**config.mk**
```make
export PLATFORM = sky130hd
export DESIGN_NAME = cpuTop
export DESIGN_NICKNAME = d
export VERILOG_FILES = /design/src/verilog/cpuPkg.sv /design/src/verilog/alu.sv /design/src/verilog/regFile.sv /design/src/verilog/controlUnit.sv /design/src/verilog/datapath.sv /design/src/verilog/cpuTop.sv
export SDC_FILE = /design/constraint.sdc
export NUM_CORES = 1
export LEC_CHECK = 0
export BUFFER_PORTS_ARGS = -buffer_cell sky130_fd_sc_hd__buf_4
export CAP_MARGIN = 20
export CORE_MARGIN = 3
export CORE_UTILIZATION = 57
export DETAILED_ROUTE_END_ITERATION = 6
export GPL_TIMING_DRIVEN = 0
export PLACE_DENSITY_LB_ADDON = 0.12
export SYNTH_ARGS = -nofsm -noshare
export SYNTH_HDL_FRONTEND = slang
export SYNTH_HIERARCHICAL = 1
export SYNTH_SLANG_ARGS = --single-unit
```
**constraint.sdc**
```tcl
create_clock -name clk -period 4.2 [get_ports clk]
set_input_delay 0.21 -clock clk [delete_from_list [all_inputs] [get_ports clk]]
set_output_delay 0.21 -clock clk [all_outputs]
set_load 0.05 [all_outputs]
```
**src/verilog/cpuPkg.sv**
```systemverilog
`default_nettype none

package cpuPkg;

	// data and address width
	parameter int WORD_SIZE = 16;

	// opcodes, instruction[15:12]
	parameter logic [3:0] BNE_OP = 4'd0;
	parameter logic [3:0] BEQ_OP = 4'd1;
	parameter logic [3:0] BGZ_OP = 4'd2;
	parameter logic [3:0] BLZ_OP = 4'd3;
	parameter logic [3:0] ADI_OP = 4'd4;
	parameter logic [3:0] ORI_OP = 4'd5;
	parameter logic [3:0] LHI_OP = 4'd6;
	parameter logic [3:0] LWD_OP = 4'd7;
	parameter logic [3:0] SWD_OP = 4'd8;
	parameter logic [3:0] JMP_OP = 4'd9;
	parameter logic [3:0] JAL_OP = 4'd10;
	parameter logic [3:0] RTYPE_OP = 4'd15;

	// function codes for RTYPE_OP, instruction[5:0]
	parameter logic [5:0] FUNC_ADD = 6'd0;
	parameter logic [5:0] FUNC_SUB = 6'd1;
	parameter logic [5:0] FUNC_AND = 6'd2;
	parameter logic [5:0] FUNC_ORR = 6'd3;
	parameter logic [5:0] FUNC_NOT = 6'd4;
	parameter logic [5:0] FUNC_TCP = 6'd5;
	parameter logic [5:0] FUNC_SHL = 6'd6;
	parameter logic [5:0] FUNC_SHR = 6'd7;
	parameter logic [5:0] FUNC_JPR = 6'd25;
	parameter logic [5:0] FUNC_JRL = 6'd26;
	parameter logic [5:0] FUNC_WWD = 6'd28;
	parameter logic [5:0] FUNC_HLT = 6'd29;

	typedef enum logic [3:0] {
		ALU_ADD,
		ALU_SUB,
		ALU_AND,
		ALU_OR,
		ALU_NOT,
		ALU_TCP,
		ALU_SHL,
		ALU_SHR,
		ALU_PASSB
	} aluOp_t;

	// memory states have bit 2 set and bits 1..0 below 2
	typedef enum logic [2:0] {
		IF1 = 3'd0,
		IF2 = 3'd1,
		IF3 = 3'd2,
		ID = 3'd3,
		MEM1 = 3'd4,
		MEM2 = 3'd5,
		EX = 3'd6,
		WB = 3'd7
	} microState_t;

	// control word layout, bit 5 is spare
	parameter int CTRL_WIDTH = 13;
	parameter int CTRL_WWD = 12;
	parameter int CTRL_JUMP = 11;
	parameter int CTRL_BRANCH = 10;
	parameter int CTRL_MEMTOREG = 9;
	parameter int CTRL_MEMREAD = 8;
	parameter int CTRL_MEMWRITE = 7;
	parameter int CTRL_REGDST = 6;
	parameter int CTRL_ALUOP_MSB = 4;
	parameter int CTRL_ALUOP_LSB = 1;
	parameter int CTRL_ALUSRC = 0;

endpackage

`default_nettype wire

```
**src/verilog/alu.sv**
```systemverilog
`timescale 1ns/1ps
`default_nettype none

module alu (
	input wire logic [cpuPkg::WORD_SIZE-1:0] a,
	input wire logic [cpuPkg::WORD_SIZE-1:0] b,
	input wire cpuPkg::aluOp_t op,
	output logic [cpuPkg::WORD_SIZE-1:0] result,
	output logic overflow
);

	localparam int MSB = cpuPkg::WORD_SIZE - 1;

	logic [cpuPkg::WORD_SIZE-1:0] sum;
	logic [cpuPkg::WORD_SIZE-1:0] diff;

	assign sum = a + b;
	assign diff = a - b;

	// unary ops work on a only
	always_comb begin
		case (op)
			cpuPkg::ALU_ADD: result = sum;
			cpuPkg::ALU_SUB: result = diff;
			cpuPkg::ALU_AND: result = a & b;
			cpuPkg::ALU_OR: result = a | b;
			cpuPkg::ALU_NOT: result = ~a;
			cpuPkg::ALU_TCP: result = ~a + 1'b1;
			cpuPkg::ALU_SHL: result = {a[MSB-1:0], 1'b0};
			// arithmetic, sign bit kept
			cpuPkg::ALU_SHR: result = {a[MSB], a[MSB:1]};
			cpuPkg::ALU_PASSB: result = b;
			default: result = '0;
		endcase
	end

	// signed overflow of add and sub only
	always_comb begin
		case (op)
			cpuPkg::ALU_ADD: overflow = (a[MSB] == b[MSB]) && (sum[MSB] != a[MSB]);
			cpuPkg::ALU_SUB: overflow = (a[MSB] != b[MSB]) && (diff[MSB] != a[MSB]);
			default: overflow = 1'b0;
		endcase
	end

endmodule

`default_nettype wire

```
**src/verilog/regFile.sv**
```systemverilog
`timescale 1ns/1ps
`default_nettype none

module regFile (
	input wire logic clk,
	input wire logic reset_n,
	input wire logic [1:0] readReg1,
	input wire logic [1:0] readReg2,
	input wire logic [1:0] writeReg,
	input wire logic [cpuPkg::WORD_SIZE-1:0] writeData,
	input wire logic writeEnable,
	output logic [cpuPkg::WORD_SIZE-1:0] readData1,
	output logic [cpuPkg::WORD_SIZE-1:0] readData2
);

	logic [cpuPkg::WORD_SIZE-1:0] regs [4];

	// single write port, one register per cycle
	always_ff @(posedge clk) begin
		if (!reset_n) begin
			for (int i = 0; i < 4; i++) begin
				regs[i] <= '0;
			end
		end else if (writeEnable) begin
			regs[writeReg] <= writeData;
		end
	end

	// reads see the old value during a write cycle
	assign readData1 = regs[readReg1];
	assign readData2 = regs[readReg2];

endmodule

`default_nettype wire

```
**src/verilog/controlUnit.sv**
```systemverilog
`timescale 1ns/1ps
`default_nettype none

module controlUnit (
	input wire logic clk,
	input wire logic reset_n,
	input wire logic [cpuPkg::WORD_SIZE-1:0] instruction,
	output cpuPkg::microState_t microState,
	output logic [cpuPkg::CTRL_WIDTH-1:0] controls,
	output logic halted
);

	logic [3:0] opcode;
	logic [5:0] func;
	logic isHlt;
	logic writesReg;
	cpuPkg::aluOp_t aluSel;
	cpuPkg::microState_t nextState;

	assign opcode = instruction[15:12];
	assign func = instruction[5:0];
	assign isHlt = (opcode == cpuPkg::RTYPE_OP) && (func == cpuPkg::FUNC_HLT);

	// decoder, writesReg marks classes that end in WB after EX
	always_comb begin
		controls = '0;
		writesReg = 1'b0;
		aluSel = cpuPkg::ALU_ADD;
		case (opcode)
			cpuPkg::BNE_OP, cpuPkg::BEQ_OP, cpuPkg::BGZ_OP, cpuPkg::BLZ_OP: begin
				// target = incremented pc + imm
				controls[cpuPkg::CTRL_BRANCH] = 1'b1;
				controls[cpuPkg::CTRL_ALUSRC] = 1'b1;
			end
			cpuPkg::ADI_OP, cpuPkg::ORI_OP, cpuPkg::LHI_OP: begin
				controls[cpuPkg::CTRL_ALUSRC] = 1'b1;
				writesReg = 1'b1;
				if (opcode == cpuPkg::ORI_OP) begin
					aluSel = cpuPkg::ALU_OR;
				end else if (opcode == cpuPkg::LHI_OP) begin
					aluSel = cpuPkg::ALU_PASSB;
				end
			end
			cpuPkg::LWD_OP: begin
				controls[cpuPkg::CTRL_MEMREAD] = 1'b1;
				controls[cpuPkg::CTRL_MEMTOREG] = 1'b1;
				controls[cpuPkg::CTRL_ALUSRC] = 1'b1;
			end
			cpuPkg::SWD_OP: begin
				controls[cpuPkg::CTRL_MEMWRITE] = 1'b1;
				controls[cpuPkg::CTRL_ALUSRC] = 1'b1;
			end
			cpuPkg::JMP_OP, cpuPkg::JAL_OP: begin
				controls[cpuPkg::CTRL_JUMP] = 1'b1;
				writesReg = (opcode == cpuPkg::JAL_OP);
			end
			cpuPkg::RTYPE_OP: begin
				case (func)
					cpuPkg::FUNC_ADD, cpuPkg::FUNC_SUB, cpuPkg::FUNC_AND, cpuPkg::FUNC_ORR,
					cpuPkg::FUNC_NOT, cpuPkg::FUNC_TCP, cpuPkg::FUNC_SHL,
					cpuPkg::FUNC_SHR: begin
						controls[cpuPkg::CTRL_REGDST] = 1'b1;
						writesReg = 1'b1;
						// func 0..7 lines up with the first eight ALU ops
						aluSel = cpuPkg::aluOp_t'(func[3:0]);
					end
					cpuPkg::FUNC_JPR, cpuPkg::FUNC_JRL: begin
						controls[cpuPkg::CTRL_JUMP] = 1'b1;
						writesReg = (func == cpuPkg::FUNC_JRL);
					end
					cpuPkg::FUNC_WWD: controls[cpuPkg::CTRL_WWD] = 1'b1;
					default: controls = '0;
				endcase
			end
			default: controls = '0;
		endcase
		controls[cpuPkg::CTRL_ALUOP_MSB:cpuPkg::CTRL_ALUOP_LSB] = aluSel;
	end

	always_comb begin
		nextState = microState;
		case (microState)
			cpuPkg::IF1: nextState = cpuPkg::IF2;
			cpuPkg::IF2: nextState = cpuPkg::IF3;
			cpuPkg::IF3: nextState = cpuPkg::ID;
			cpuPkg::ID: nextState = cpuPkg::EX;
			cpuPkg::EX: begin
				if (controls[cpuPkg::CTRL_MEMREAD] || controls[cpuPkg::CTRL_MEMWRITE]) begin
					nextState = cpuPkg::MEM1;
				end else if (writesReg) begin
					nextState = cpuPkg::WB;
				end else begin
					nextState = cpuPkg::IF1;
				end
			end
			cpuPkg::MEM1: nextState = cpuPkg::MEM2;
			cpuPkg::MEM2: begin
				nextState = controls[cpuPkg::CTRL_MEMREAD] ? cpuPkg::WB : cpuPkg::IF1;
			end
			cpuPkg::WB: nextState = cpuPkg::IF1;
		endcase
	end

	// halted goes high on entry to the EX of HLT and freezes the sequence there
	always_ff @(posedge clk) begin
		if (!reset_n) begin
			microState <= cpuPkg::IF1;
			halted <= 1'b0;
		end else if (!halted) begin
			microState <= nextState;
			if (microState == cpuPkg::ID && isHlt) begin
				halted <= 1'b1;
			end
		end
	end

	// memory states only for loads and stores and EX repeats only while halted
	function automatic logic legalStep(input cpuPkg::microState_t from,
		input cpuPkg::microState_t to, input logic [3:0] op, input logic frozen);
		logic memOp;
		memOp = (op == cpuPkg::LWD_OP) || (op == cpuPkg::SWD_OP);
		case (from)
			cpuPkg::IF1: legalStep = (to == cpuPkg::IF2);
			cpuPkg::IF2: legalStep = (to == cpuPkg::IF3);
			cpuPkg::IF3: legalStep = (to == cpuPkg::ID);
			cpuPkg::ID: legalStep = (to == cpuPkg::EX);
			cpuPkg::EX: begin
				if (frozen) begin
					legalStep = (to == cpuPkg::EX);
				end else if (memOp) begin
					legalStep = (to == cpuPkg::MEM1);
				end else begin
					legalStep = to inside {cpuPkg::WB, cpuPkg::IF1};
				end
			end
			cpuPkg::MEM1: legalStep = (to == cpuPkg::MEM2);
			cpuPkg::MEM2: begin
				legalStep = (to == ((op == cpuPkg::LWD_OP) ? cpuPkg::WB : cpuPkg::IF1));
			end
			cpuPkg::WB: legalStep = (to == cpuPkg::IF1);
			default: legalStep = 1'b0;
		endcase
	endfunction

	stateStepLegal: assert property (@(posedge clk) disable iff (!reset_n)
		reset_n |=> legalStep($past(microState), microState, $past(opcode), $past(halted)));

endmodule

`default_nettype wire

```
**src/verilog/datapath.sv**
```systemverilog
`timescale 1ns/1ps
`default_nettype none

module datapath (
	input wire logic clk,
	input wire logic reset_n,
	input wire cpuPkg::microState_t microState,
	input wire logic [cpuPkg::CTRL_WIDTH-1:0] controls,
	input wire logic halted,
	input wire logic [cpuPkg::WORD_SIZE-1:0] readData,
	output logic [cpuPkg::WORD_SIZE-1:0] instruction,
	output logic [cpuPkg::WORD_SIZE-1:0] address,
	output logic [cpuPkg::WORD_SIZE-1:0] writeData,
	output logic readM,
	output logic writeM,
	output logic [cpuPkg::WORD_SIZE-1:0] outputPort,
	output logic wwdStrobe
);

	logic [cpuPkg::WORD_SIZE-1:0] pc;
	logic [cpuPkg::WORD_SIZE-1:0] linkPc;
	logic [cpuPkg::WORD_SIZE-1:0] memData;
	logic [3:0] opcode;
	logic [5:0] func;
	logic [7:0] imm;
	logic [1:0] writeReg;
	logic pcStep;
	logic regJump;
	logic isLink;
	logic branchTaken;
	cpuPkg::aluOp_t aluOp;
	logic [cpuPkg::WORD_SIZE-1:0] readData1;
	logic [cpuPkg::WORD_SIZE-1:0] readData2;
	logic [cpuPkg::WORD_SIZE-1:0] immOperand;
	logic [cpuPkg::WORD_SIZE-1:0] aluA;
	logic [cpuPkg::WORD_SIZE-1:0] aluB;
	logic [cpuPkg::WORD_SIZE-1:0] aluResult;
	logic [cpuPkg::WORD_SIZE-1:0] wbData;

	assign opcode = instruction[15:12];
	assign func = instruction[5:0];
	assign imm = instruction[7:0];

	// JPR and JRL take their target from rs
	assign regJump = (opcode == cpuPkg::RTYPE_OP) &&
		(func == cpuPkg::FUNC_JPR || func == cpuPkg::FUNC_JRL);
	assign isLink = (opcode == cpuPkg::JAL_OP) ||
		(opcode == cpuPkg::RTYPE_OP && func == cpuPkg::FUNC_JRL);
	assign writeReg = isLink ? 2'd2 :
		controls[cpuPkg::CTRL_REGDST] ? instruction[7:6] : instruction[9:8];

	// LHI goes through the ALU as pass B, ORI is zero extended
	always_comb begin
		case (opcode)
			cpuPkg::LHI_OP: immOperand = {imm, 8'h00};
			cpuPkg::ORI_OP: immOperand = {8'h00, imm};
			default: immOperand = {{8{imm[7]}}, imm};
		endcase
	end

	// ALU doubles as the pc incrementer during IF2 and IF3
	assign pcStep = (microState == cpuPkg::IF2) || (microState == cpuPkg::IF3);
	assign aluOp = pcStep ? cpuPkg::ALU_ADD :
		cpuPkg::aluOp_t'(controls[cpuPkg::CTRL_ALUOP_MSB:cpuPkg::CTRL_ALUOP_LSB]);
	assign aluA = (pcStep || controls[cpuPkg::CTRL_BRANCH]) ? pc : readData1;
	assign aluB = pcStep ? 16'd1 :
		controls[cpuPkg::CTRL_ALUSRC] ? immOperand : readData2;

	always_comb begin
		case (opcode)
			cpuPkg::BNE_OP: branchTaken = (readData1 != readData2);
			cpuPkg::BEQ_OP: branchTaken = (readData1 == readData2);
			cpuPkg::BGZ_OP: branchTaken = !readData1[15] && (readData1 != '0);
			cpuPkg::BLZ_OP: branchTaken = readData1[15];
			default: branchTaken = 1'b0;
		endcase
	end

	assign wbData = controls[cpuPkg::CTRL_MEMTOREG] ? memData :
		isLink ? linkPc : aluResult;

	// fetch uses pc, loads and stores use rs + imm
	assign address = (microState == cpuPkg::IF1 || microState == cpuPkg::IF2) ? pc : aluResult;

	regFile regs (
		.clk(clk),
		.reset_n(reset_n),
		.readReg1(instruction[11:10]),
		.readReg2(instruction[9:8]),
		.writeReg(writeReg),
		.writeData(wbData),
		.writeEnable(microState == cpuPkg::WB),
		.readData1(readData1),
		.readData2(readData2)
	);

	// no overflow trap in this ISA
	alu mainAlu (
		.a(aluA),
		.b(aluB),
		.op(aluOp),
		.result(aluResult),
		.overflow()
	);

	// strobes are high in the cycle after the state that requests them
	always_ff @(posedge clk) begin
		if (!reset_n) begin
			pc <= '0;
			instruction <= '0;
			readM <= 1'b0;
			writeM <= 1'b0;
			wwdStrobe <= 1'b0;
			outputPort <= '0;
		end else if (!halted) begin
			readM <= (microState == cpuPkg::IF1) ||
				(microState == cpuPkg::MEM1 && controls[cpuPkg::CTRL_MEMREAD]);
			writeM <= (microState == cpuPkg::MEM1) && controls[cpuPkg::CTRL_MEMWRITE];
			wwdStrobe <= (microState == cpuPkg::IF3) && controls[cpuPkg::CTRL_WWD];
			if (microState == cpuPkg::IF3 && controls[cpuPkg::CTRL_WWD]) begin
				outputPort <= readData1;
			end
			if (microState == cpuPkg::IF2) begin
				instruction <= readData;
			end
			if (microState == cpuPkg::IF3) begin
				pc <= aluResult;
			end else if (microState == cpuPkg::EX) begin
				if (controls[cpuPkg::CTRL_BRANCH] && branchTaken) begin
					pc <= aluResult;
				end else if (controls[cpuPkg::CTRL_JUMP]) begin
					pc <= regJump ? readData1 : {pc[15:12], instruction[11:0]};
				end
			end
		end
	end

	// link value, loaded word and store data
	always_ff @(posedge clk) begin
		if (microState == cpuPkg::EX && controls[cpuPkg::CTRL_JUMP]) begin
			linkPc <= pc;
		end
		if (microState == cpuPkg::MEM2 && controls[cpuPkg::CTRL_MEMREAD]) begin
			memData <= readData;
		end
		if (microState == cpuPkg::MEM1 && controls[cpuPkg::CTRL_MEMWRITE]) begin
			writeData <= readData2;
		end
	end

	memStrobeExclusive: assert property (@(posedge clk) disable iff (!reset_n)
		!(readM && writeM));

endmodule

`default_nettype wire

```
**src/verilog/cpuTop.sv**
```systemverilog
`timescale 1ns/1ps
`default_nettype none

module cpuTop (
	input wire logic clk,
	input wire logic reset_n,
	// must hold mem[address] before the edge that ends a readM cycle
	input wire logic [cpuPkg::WORD_SIZE-1:0] readData,
	output logic [cpuPkg::WORD_SIZE-1:0] address,
	output logic [cpuPkg::WORD_SIZE-1:0] writeData,
	output logic readM,
	// memory writes on the edge that ends the writeM cycle
	output logic writeM,
	output logic [cpuPkg::WORD_SIZE-1:0] outputPort,
	output logic wwdStrobe,
	output logic halted
);

	logic [cpuPkg::WORD_SIZE-1:0] instruction;
	logic [cpuPkg::CTRL_WIDTH-1:0] controls;
	cpuPkg::microState_t microState;

	controlUnit control (
		.clk(clk),
		.reset_n(reset_n),
		.instruction(instruction),
		.microState(microState),
		.controls(controls),
		.halted(halted)
	);

	datapath dp (
		.clk(clk),
		.reset_n(reset_n),
		.microState(microState),
		.controls(controls),
		.halted(halted),
		.readData(readData),
		.instruction(instruction),
		.address(address),
		.writeData(writeData),
		.readM(readM),
		.writeM(writeM),
		.outputPort(outputPort),
		.wwdStrobe(wwdStrobe)
	);

endmodule

`default_nettype wire

```
==> results.sh <==
export IMPL_die_h_microns=152
export IMPL_cap_violations=0
export IMPL_pwr_share_comb_pct=41.9
export IMPL_fp_dieW_microns=152
export IMPL_report_final_hold_viol_count=0
export IMPL_clkTransAtPathRegs_ns=0.07
export IMPL_holdPathEnd="control/microState[0]$_SDFFE_PN0N_"
export IMPL_start_util_pct=59.1
export IMPL_cts_path_max_buffers=2
export IMPL_failed_checks="DRC, setup timing"
export IMPL_drive_gt1_share_pct=37.6
export IMPL_dp_hpwl_mm=32.3
export IMPL_io_pins=70
export IMPL_drtAntennaViolNets=0
export IMPL_crit_fanout=7
export IMPL_hp_start="reset_n"
export IMPL_slew_viol_final=0
export IMPL_min_path_cells=3
export IMPL_dp_slack_ns=-1.46
export IMPL_post_drt_via_cell_ratio=6.91
export IMPL_grt_remaining_overflow=0
export IMPL_rows=52
export IMPL_cts_tree="built"
export IMPL_wl_per_cell_microns=26.9
export IMPL_switching_share_pct=37.4
export IMPL_fin_skew_ns=0.0130
export IMPL_port_buffers=69
export IMPL_synth_area_per_cell_sq_um=9.70
export IMPL_antenna_found_initial=0
export IMPL_clkPwrFrac_pct=26.1
export IMPL_syn_num_nets=1325
export IMPL_ff2ff_path_depth=16
export IMPL_grt_max_degree=18
export IMPL_gp_routability_congestion=0.969
export IMPL_routed_wl_mm=48.0
export IMPL_grt_pass1_wl_mm=68.6
export IMPL_endpoint_kind="output port"
export IMPL_track_usage_pct=38.2
export IMPL_worstReg2RegStart="dp/instruction[8]$_SDFFE_PN0P_"
export IMPL_fin_ws_ns=-0.344
export IMPL_final_nets=1571
export IMPL_routed_via_count=12344
export IMPL_status="finished, violations left"
export IMPL_coreArea_sq_um=20600
export IMPL_arrival_ns=4.33
export IMPL_clock_latency_ns=0.44
export IMPL_numCtsBuffers=17
export IMPL_path_cells="buf_12 -> mux4_1 -> nand2b_1 -> a21oi_4 -> fa_2 -> a21o_1 -> a22o_4 -> o311ai_4 -> a21oi_2 -> a211o_1 -> o31a_1 -> mux2_4 -> buf_8"
export IMPL_period_needed_ns=4.54
export IMPL_setup_violations_final=37
export IMPL_startpoint_type="register"
export IMPL_slowest_delay_ns=0.68
export IMPL_cts_sinks=167
export IMPL_area_growth_pct=34.4
export IMPL_dieArea_sq_um=23200
export IMPL_hold_class="in -> reg"
export IMPL_dr_pass1_iters=7
export IMPL_slew_headroom_pct=28.3
export IMPL_fmax_ghz=0.220
export IMPL_grt_pass1_vias=11396
export IMPL_pwr_share_seq_pct=32.0
export IMPL_fin_hold_ws_ns=0.101
export IMPL_required_ns=3.99
export IMPL_power_leakage_nw=6.40
export IMPL_synth_cells=1257
export IMPL_route_detailed_drc=8
export IMPL_htreeDepth=4
export IMPL_ir_worst_vdd_v=0.000314
export IMPL_initialDrtViolationCount=1821
export IMPL_p_int_w=0.00365
export IMPL_switchingPower_w=0.00218
export IMPL_mostFrequentLayoutCell="buf_4"
export IMPL_yosys_warnings=6
export IMPL_regToRegEndpoint="dp/regs/regs[3][12]$_DFFE_PP_"
export IMPL_critPathKind="reg -> out"
export IMPL_worstMarginPinSlew_ns=1.08
export IMPL_rsz0062_at_grt="true"
export IMPL_final_period_utilization_pct=108
export IMPL_r2r_slack_ns=-0.24
export IMPL_root_buffer="clkbuf_16"
export IMPL_diodes=0
export IMPL_p_per_area_nw_per_um2=356
export IMPL_layout_common_cells="buf_4 (193), nand2_1 (124), edfxtp_1 (112)"
export IMPL_syn_area_sq_um=12200
export IMPL_crit_slowest_cell="mux4_1"
## worst max path at each step
stage	startpoint	endpoint	slack, ns	depth (start not counted)
3_3_place_gp	dp/instruction[12]$_SDFFE_PN0P_	dp/regs/regs[0][7]$_SDFFCE_PN0P_	-1.44	16
2_1_floorplan	control/microState[0]$_SDFFE_PN0N_	dp/regs/regs[3][13]$_DFFE_PP_	0.02	18
6_report	dp/instruction[8]$_SDFFE_PN0P_	address[12]	-0.34	13
4_1_cts	dp/instruction[10]$_SDFFE_PN0P_	address[13]	-0.30	16
5_1_grt	dp/instruction[8]$_SDFFE_PN0P_	address[14]	-0.43	15
3_5_place_dp	dp/instruction[12]$_SDFFE_PN0P_	dp/regs/regs[3][7]$_DFFE_PP_	-1.46	16
## through the flow
stage / utilization, % / cells / total power, W / setup TNS (ns) / instance area, sq um
2_1_floorplan: - / 1257 / 0.00301 / 0 / 12200
3_3_place_gp: 63.4 / 1596 / 0.00347 / -97.17 / 13100
3_5_place_dp: 63.7 / 1602 / 0.00349 / -79.70 / 13100
4_1_cts: 74.0 / 1728 / 0.00539 / -2.37 / 15300
5_1_grt: 79.5 / 1786 / 0.00600 / -7.55 / 16400
6_report: 79.5 / 1786 / 0.00584 / -5.28 / 16400
## layout make-up
| type | instances | area, sq um |
|---|---|---|
| Clock inverter | 15 | 138 |
| Sequential cell | 167 | 4500 |
| Timing Repair Buffer | 236 | 1970 |
| Buffer | 75 | 524 |
| Multi-Input combinational cell | 950 | 8270 |
| Clock buffer | 17 | 425 |
| Inverter | 56 | 226 |
| Fill cell | 1311 | 4230 |
| Tap cell | 270 | 338 |
## critical path: cells and delay by family, from the launching register on
family | cells | cell delay (ns)
flip-flops | 1 | 0.38
adder cells (fa/ha/maj) | 1 | 0.38
buffers and inverters | 2 | 0.30
multiplexers | 2 | 0.99
AND/OR/NAND/NOR | 1 | 0.19
AO/OA/AOI/OAI | 7 | 1.64
## flip-flops by register name, summed over array words and instances, names as in the netlist
signal and count:
dp/writeM 1, dp/readM 1, dp/regs/regs 64, dp/writeData 16
dp/memData 16, dp/wwdStrobe 1, dp/pc 16, control/halted 1
dp/instruction 16, dp/linkPc 16, dp/outputPort 16, control/microState 3
## power groups by stage
stage / registers (W) / clock network [W] / logic, W
global route: 0.00187 / 0.00160 / 0.00253
detailed placement: 0.00190 / 0 / 0.00159
global placement: 0.00189 / 0 / 0.00158
finish: 0.00187 / 0.00153 / 0.00244
floorplan: 0.00188 / 0 / 0.00113
CTS: 0.00186 / 0.00154 / 0.00200
## what timing repair did
item / in CTS / in global routing
hold buffers: 16 / 0
buffers inserted: 83 / 69
pin swaps: 39 / 40
gates cloned: 2 / 1
gates resized for setup: 230 / 149
endpoints found under the setup margin: 94 / 76
endpoints found under the hold margin: 16 / 0
## routing by layer
layer  vias up  routed length [microns]  part of all wire, %  track usage (%)
met1      5906                    17700                   37             51.0
li1       5194                        -                    -                -
met3       211                     6360                   13             10.4
met5         -                        0                    0                0
met4         0                     2450                  5.1             14.9
met2      1033                    21500                   45             59.8
No activity file was read; power rests on OpenSTA's default activity.
